===== config.mk =====
export PLATFORM = sky130hd
export DESIGN_NAME = cicDecimator
export DESIGN_NICKNAME = d
export VERILOG_FILES = /design/src/logic/cicPkg.sv /design/src/logic/cicRegs.sv /design/src/logic/inputShifter.sv /design/src/logic/cicIntegrator.sv /design/src/logic/cicComb.sv /design/src/logic/cicDecimator.sv
export VERILOG_INCLUDE_DIRS = /design/src /design/src/include
export SDC_FILE = /design/constraint.sdc
export NUM_CORES = 2
export LEC_CHECK = 0
export BUFFER_PORTS_ARGS = -buffer_cell sky130_fd_sc_hd__buf_2
export CAP_MARGIN = 20
export CORE_UTILIZATION = 40
export CTS_CLUSTER_SIZE = 14
export DETAILED_ROUTE_END_ITERATION = 8
export SLEW_MARGIN = 40
export SYNTH_ARGS = -nofsm -noshare
export SYNTH_HDL_FRONTEND = slang
export SYNTH_HIERARCHICAL = 1
export SYNTH_SLANG_ARGS = --single-unit

===== constraint.sdc =====
create_clock -name clk -period 10.51 [get_ports clk]
set_clock_uncertainty 0.15 [all_clocks]
set_input_delay 2.102 -clock clk [delete_from_list [all_inputs] [get_ports clk]]
set_output_delay 2.102 -clock clk [all_outputs]
set_load 0.05 [all_outputs]

===== src/include/addressMap.svh =====
`ifndef ADDRESSMAP_SVH
`define ADDRESSMAP_SVH

// The CIC decimator register space holds two 32-bit words starting at the base
`define CICDECBASE 12'h200

// The upper nine address bits select the space and bits 2:0 address inside it
`define CICDECMASK 12'hff8

`endif


===== src/logic/cicPkg.sv =====
package cicPkg;

    localparam int sampleWidth = 18;
    localparam int accWidth = 48;
    localparam int decimationWidth = 10;
    localparam int shiftWidth = 5;
    localparam int busAddrWidth = 12;
    localparam int busDataWidth = 32;

    typedef logic signed [sampleWidth-1:0] sample_t;
    typedef logic signed [accWidth-1:0] acc_t;

    // Rate divides by this value plus one
    typedef logic [decimationWidth-1:0] decimation_t;
    typedef logic [shiftWidth-1:0] shift_t;

    typedef logic [busAddrWidth-1:0] busAddr_t;
    typedef logic [busDataWidth-1:0] busData_t;

    // Word offset inside the register space is taken from addr bits 3:2
    typedef enum logic [1:0] {
        regDecimation = 2'd0,
        regShift = 2'd1
    } cicRegOffset_e;

endpackage


===== src/logic/cicRegs.sv =====
`timescale 1ns/1ps

module cicRegs import cicPkg::*; #(
    parameter decimation_t ResetDecimation = 10'd7,
    parameter shift_t ResetShift = 5'd0
) (
    input  logic clk,
    input  logic reset,
    input  logic cs,
    input  busAddr_t addr,
    input  busData_t dataIn,
    input  logic wr0,
    input  logic wr1,
    input  logic wr2,
    input  logic wr3,
    output busData_t dataOut,
    output decimation_t cicDecimation,
    output shift_t cicShift
);

    cicRegOffset_e offset;
    logic [3:0] strobes;
    busData_t decMerged;
    busData_t shiftMerged;

    // Replace each byte whose strobe is high, keep the rest
    function automatic busData_t mergeLanes(busData_t current, busData_t data,
                                            logic [3:0] lanes);
        busData_t merged;
        merged = current;
        for (int lane = 0; lane < 4; lane++) begin
            if (lanes[lane])
                merged[lane*8 +: 8] = data[lane*8 +: 8];
        end
        return merged;
    endfunction

    assign offset = cicRegOffset_e'(addr[3:2]);
    assign strobes = {wr3, wr2, wr1, wr0};

    assign decMerged = mergeLanes(busData_t'(cicDecimation), dataIn, strobes);
    assign shiftMerged = mergeLanes(busData_t'(cicShift), dataIn, strobes);

    always_ff @(posedge clk) begin
        if (reset) begin
            cicDecimation <= ResetDecimation;
            cicShift <= ResetShift;
        end else if (cs) begin
            if (offset == regDecimation)
                cicDecimation <= decMerged[decimationWidth-1:0];
            if (offset == regShift)
                cicShift <= shiftMerged[shiftWidth-1:0];
        end
    end

    always_comb begin
        dataOut = '0; // Outside the space and unused bits read zero
        if (cs) begin
            case (offset)
                regDecimation: dataOut = busData_t'(cicDecimation);
                regShift:      dataOut = busData_t'(cicShift);
                default:       dataOut = '0;
            endcase
        end
    end

endmodule


===== src/logic/inputShifter.sv =====
`timescale 1ns/1ps

module inputShifter import cicPkg::*; (
    input  logic clk,
    input  logic reset,
    input  logic sync,
    input  shift_t shift,
    input  sample_t din,
    output acc_t dout
);

    acc_t extended;

    // Sign bit copied into the upper accumulator bits
    assign extended = {{(accWidth-sampleWidth){din[sampleWidth-1]}}, din};

    always_ff @(posedge clk) begin
        if (reset) begin
            dout <= '0;
        end else if (sync) begin
            dout <= extended <<< shift; // Wraps if the shift pushes bits off the top
        end
    end

endmodule


===== src/logic/cicIntegrator.sv =====
`timescale 1ns/1ps

module cicIntegrator import cicPkg::*; (
    input  logic clk,
    input  logic reset,
    input  logic sync,
    input  acc_t din,
    output acc_t dout
);

    acc_t stage0;
    acc_t stage1;
    acc_t stage2;

    // All three stages step together from their pre-edge values
    always_ff @(posedge clk) begin
        if (reset) begin
            stage0 <= '0;
            stage1 <= '0;
            stage2 <= '0;
        end else if (sync) begin
            stage0 <= stage0 + din;
            stage1 <= stage1 + stage0;
            stage2 <= stage2 + stage1;
        end
    end

    assign dout = stage2;

endmodule


===== src/logic/cicComb.sv =====
`timescale 1ns/1ps

module cicComb import cicPkg::*; (
    input  logic clk,
    input  logic reset,
    input  logic syncOut,
    input  acc_t din,
    output acc_t dout
);

    localparam int tapWidth = accWidth + 1;

    logic signed [tapWidth-1:0] yExt;
    logic signed [tapWidth-1:0] y3;
    logic signed [tapWidth-1:0] sum3;
    logic signed [tapWidth-1:0] tap0;
    logic signed [tapWidth-1:0] tap1;
    logic signed [tapWidth-1:0] tap2;
    acc_t tap3;

    // FIR form of (1 - z^-1)^3 = 1 - 3z^-1 + 3z^-2 - z^-3 with one clock of delay
    assign yExt = {din[accWidth-1], din};
    assign y3 = yExt + {din, 1'b0}; // y plus 2y
    assign sum3 = tap2 + yExt;

    always_ff @(posedge clk) begin
        if (reset) begin
            tap0 <= '0;
            tap1 <= '0;
            tap2 <= '0;
            tap3 <= '0;
        end else if (syncOut) begin
            tap0 <= yExt;
            tap1 <= y3 - tap0;
            tap2 <= tap1 - y3;
            tap3 <= sum3[accWidth-1:0];
        end
    end

    assign dout = tap3;

endmodule


===== src/logic/cicDecimator.sv =====
`timescale 1ns/1ps
`include "addressMap.svh"

module cicDecimator import cicPkg::*; #(
    parameter decimation_t ResetDecimation = 10'd7,
    parameter shift_t ResetShift = 5'd0
) (
    input  logic clk,
    input  logic reset,
    input  logic sync,
    input  logic wr0,
    input  logic wr1,
    input  logic wr2,
    input  logic wr3,
    input  busAddr_t addr,
    input  busData_t din,
    output busData_t dout,
    input  sample_t inI,
    input  sample_t inQ,
    output acc_t outI,
    output acc_t outQ,
    output logic syncOut
);

    logic cs;
    decimation_t cicDecimation;
    shift_t cicShift;
    decimation_t decCount;
    acc_t shiftI;
    acc_t shiftQ;
    acc_t accI;
    acc_t accQ;

    assign cs = ((addr & `CICDECMASK) == `CICDECBASE);

    cicRegs #(
        .ResetDecimation(ResetDecimation),
        .ResetShift(ResetShift)
    ) regs (
        .clk(clk),
        .reset(reset),
        .cs(cs),
        .addr(addr),
        .dataIn(din),
        .wr0(wr0),
        .wr1(wr1),
        .wr2(wr2),
        .wr3(wr3),
        .dataOut(dout),
        .cicDecimation(cicDecimation),
        .cicShift(cicShift)
    );

    // Counter starts at one so the first output follows the second sync
    always_ff @(posedge clk) begin
        if (reset) begin
            decCount <= decimation_t'(1);
            syncOut <= 1'b0;
        end else begin
            syncOut <= sync && (decCount == '0);
            if (sync) begin
                if (decCount == '0)
                    decCount <= cicDecimation; // New decimation is picked up here
                else
                    decCount <= decCount - 1'b1;
            end
        end
    end

    inputShifter iShifter (
        .clk(clk), .reset(reset), .sync(sync),
        .shift(cicShift), .din(inI), .dout(shiftI)
    );

    inputShifter qShifter (
        .clk(clk), .reset(reset), .sync(sync),
        .shift(cicShift), .din(inQ), .dout(shiftQ)
    );

    cicIntegrator iIntegrator (
        .clk(clk), .reset(reset), .sync(sync),
        .din(shiftI), .dout(accI)
    );

    cicIntegrator qIntegrator (
        .clk(clk), .reset(reset), .sync(sync),
        .din(shiftQ), .dout(accQ)
    );

    // Combs run at the decimated rate
    cicComb iComb (
        .clk(clk), .reset(reset), .syncOut(syncOut),
        .din(accI), .dout(outI)
    );

    cicComb qComb (
        .clk(clk), .reset(reset), .syncOut(syncOut),
        .din(accQ), .dout(outQ)
    );

endmodule


==> out/metrics.yaml <==
rsz0062_at_grt: "false"
criticalPathCategory: "flip-flop to flip-flop"
clk_pin_slew_worst_paths_ns: 0.06
worstSetupEndpointType: "flip-flop"
grt-ovfl-total: 0
r2r_end: "iComb/tap1[45]$_SDFFE_PP0P_"
regToRegStartpoint: "iIntegrator/dout[1]$_SDFFE_PP0P_"
finalSetupViolCount: 0
period_minus_slack_ns: 6.31
hold_slack_ns: 0.298
max_freq_ghz: 0.158
setup_tns_ns: 0
yosys-top-cells-count: "nor2_1 (932), dfxtp_1 (794), a21oi_1 (779), ha_1 (657), nand2_1 (521)"
avgSynthCellArea_um2: 8.04
top_level_ports: 216
reg2reg_depth: 20
p_int_mw: 6.77
layout.nets: 8985
r2r_slack_ns: 4.20
p_leak_nw: 32.9
tightest_slew_ns: 0.848
grt_pass1_wl_um: 303000
cp_data_arrival_time_ns: 6.74
seq_power_share_pct: 32.3
synthFlopType: "dfxtp_1"
cts_root_buf: "clkbuf_16"
tritoncts: "yes"
yosysMostFrequentCell: "nor2_1"
num_vias: 59900
pwr-share-clk_pct: 36.9
yosys.area.top_type: "dfxtp_1"
yosysSeqAreaShare_pct: 23.8
synth.top_cells.by_area: "dfxtp_1 (24%), ha_1 (12%), mux2i_1 (6.5%), a21oi_1 (5.8%), nor2_1 (5.2%)"
path_max_fanout: 8
drive_gt1_share_pct: 6.87
final-max-slew-violation-count: 0
synth_edf_count: 0
clock_latency_ns: 0.75
die_area_um2: 169000
crit_required_ns: 10.94
power.density_nw_per_um2: 141
syn_inst: 8312
ant_nets: 0
whs_endpoint: "qComb/dout[33]$_SDFFE_PP0P_"
port_buffers: 167
antenna_found_initial: 6
drtIter0Drc: 4230
cp-start-kind: "flip-flop"
grt_max_degree: 181
grt_usage_pct: 21.7
hold_class: "flip-flop to flip-flop"
routed_via_density: 5.71
cts_setup_buffers: 0
gp_congestion: 0.902
core_area_um2: 165000
start_util_pct: 40.4
yosys_warnings: 6
routed_wl_um: 190000
relSlewSlack_pct: 42.0
switching_share_pct: 34.0
fin_area_um2: 72700
grt_pass1_vias: 55700
maxCapViolCount: 0
hp-start: "qComb/dout[33]$_SDFFE_PP0P_"
htree_num_levels: 3
drc: 0
min_path_cells: 2
peakVddDrop_uv: 131
die_w_um: 411
status: "completed"
hpwl_um: 145000
finalCritPeriodShare_pct: 60.1
syn_area_um2: 66800
synth_seq_cells: 794
row_count: 149
ys_async_sr_fraction_pct: 0
drtPass1Iterations: 6
ctsLongestPathBuffers: 3
die_height_um: 411
area_growth_pct: 8.88
combPwrFrac_pct: 30.8
numCtsBuffers: 101
dpl-instance-area_um2: 69000
power_mw: 10.3
switchingPower_mw: 3.48
hold_violations: 0
final_util_pct: 44.0
yosysUniqueCellTypes: 130
synth_top_area_share_pct: 23.8
cts_resized: 0
wl_per_cell_um: 18.1
cts_hold_buf: 0
clock_sinks: 794
-- power groups by stage --
stage	registers, mW	clock network (mW)	logic, mW
2_1_floorplan	3.30	0	2.48
3_3_place_gp	3.37	0	3.09
3_5_place_dp	3.37	0	3.10
4_1_cts	3.31	3.89	3.12
5_1_grt	3.32	4.01	3.48
6_report	3.31	3.78	3.16
-- final cells by class --
cell class / instances / area [µm²]
Inverter: 367 / 1380
Timing Repair Buffer: 203 / 1240
Clock inverter: 45 / 758
Antenna cell: 2 / 5.00
Multi-Input combinational cell: 6760 / 47800
Clock buffer: 138 / 2880
Sequential cell: 794 / 15900
Fill cell: 16500 / 92600
Tap cell: 2189 / 2740
-- worst max path at each step --
stage | startpoint | endpoint | slack [ns]
after floorplan | addr[5] | dout[0] | 4.39
after global placement | addr[5] | dout[0] | 4.28
after detailed placement | addr[5] | dout[4] | 4.23
after CTS | addr[5] | dout[4] | 4.22
after global routing | iIntegrator/dout[1]$_SDFFE_PP0P_ | iComb/tap1[45]$_SDFFE_PP0P_ | 3.78
final | iIntegrator/dout[1]$_SDFFE_PP0P_ | iComb/tap1[45]$_SDFFE_PP0P_ | 4.20
-- layout by cell type (no fill, tap or decap), drive strengths merged, types with 25 or more instances in the layout --
| cell | count |
|---|---|
| nand3 | 150 |
| xnor2 | 366 |
| clkbuf | 138 |
| nand4 | 127 |
| o211ai | 40 |
| buf | 203 |
| nand2b | 118 |
| o31ai | 52 |
| dfxtp | 794 |
| xor2 | 219 |
| mux4 | 42 |
| nor2b | 126 |
| clkinv | 25 |
| inv | 368 |
| mux2i | 433 |
| o22ai | 40 |
| or3 | 31 |
| a21o | 402 |
| ha | 657 |
| a211o | 26 |
| and3 | 82 |
| a22o | 94 |
| nand2 | 525 |
| a211oi | 133 |
| o21bai | 111 |
| o21a | 83 |
| nor2 | 933 |
| a31oi | 98 |
| and4 | 27 |
| mux2 | 32 |
| a21boi | 26 |
| a21oi | 783 |
| o21ai | 474 |
| nor3 | 113 |
-- metrics by stage --
step	std cells	setup slack [ns]
after floorplan	8333	4.39
after global placement	10300	4.28
after detailed placement	10300	4.23
after CTS	10500	4.22
after global routing	10500	3.78
final	10500	4.20
-- flip-flops by register name (all words and copies together), names as in the netlist --
signal / flops
decCount: 10
iIntegrator/dout: 48
iShifter/dout: 48
qComb/tap1: 48
qShifter/dout: 48
qComb/dout: 48
regs/cicShift: 5
qComb/tap0: 48
qComb/tap2: 48
qIntegrator/stage1: 48
qIntegrator/stage0: 48
qIntegrator/dout: 48
syncOut: 1
iIntegrator/stage0: 48
iComb/tap0: 48
iComb/dout: 48
iComb/tap2: 48
iIntegrator/stage1: 48
regs/cicDecimation: 10
iComb/tap1: 48
-- logic make-up (layout without fill, tap and decap cells) --
| logic type | Yosys count | in the layout | share of synthesized area [%] |
|---|---|---|---|
| AOI/OAI and AO/OA | 2613 | 2613 | 25.9 |
| buffers and inverters | 779 | 753 | 4.80 |
| muxes | 507 | 507 | 8.45 |
| adders and majority gates | 671 | 671 | 12.7 |
| and+or+nand+nor | 2359 | 2359 | 16.6 |
| DFF | 794 | 794 | 23.8 |
| xor gates and xnor gates | 588 | 588 | 7.77 |
| other | 1 | 24 | 0.00561 |
-- layer usage --
| layer | share of wire (%) | wire length, µm | up-vias | track usage [%] |
|---|---|---|---|---|
| met4 | 1.8 | 3390 | 6 | 5.06 |
| met1 | 51 | 96100 | 28200 | 31.8 |
| li1 | - | - | 30100 | - |
| met3 | 4.7 | 8840 | 227 | 2.14 |
| met2 | 43 | 81600 | 1378 | 33.9 |
| met5 | 0.019 | 37 | - | 0 |
-- critical path, cell delays in order (launching register included) --
cell and delay (ns):
dfxtp_1 0.56, inv_1 0.23, fa_1 0.49, nor2b_1 0.17, o31a_1 0.19, o31a_1 0.21
o2111a_1 0.22, o21ai_1 0.19, o211ai_1 0.49, a21oi_1 0.25, o21a_1 0.26, o31ai_1 0.43
xor2_1 0.15, ha_1 0.45, and4_1 0.29, nand4_1 0.14, o311ai_0 0.73, a31oi_1 0.20
xnor2_1 0.17, mux2i_1 0.14, nor2_1 0.05
(Power assumes the default switching activity.)
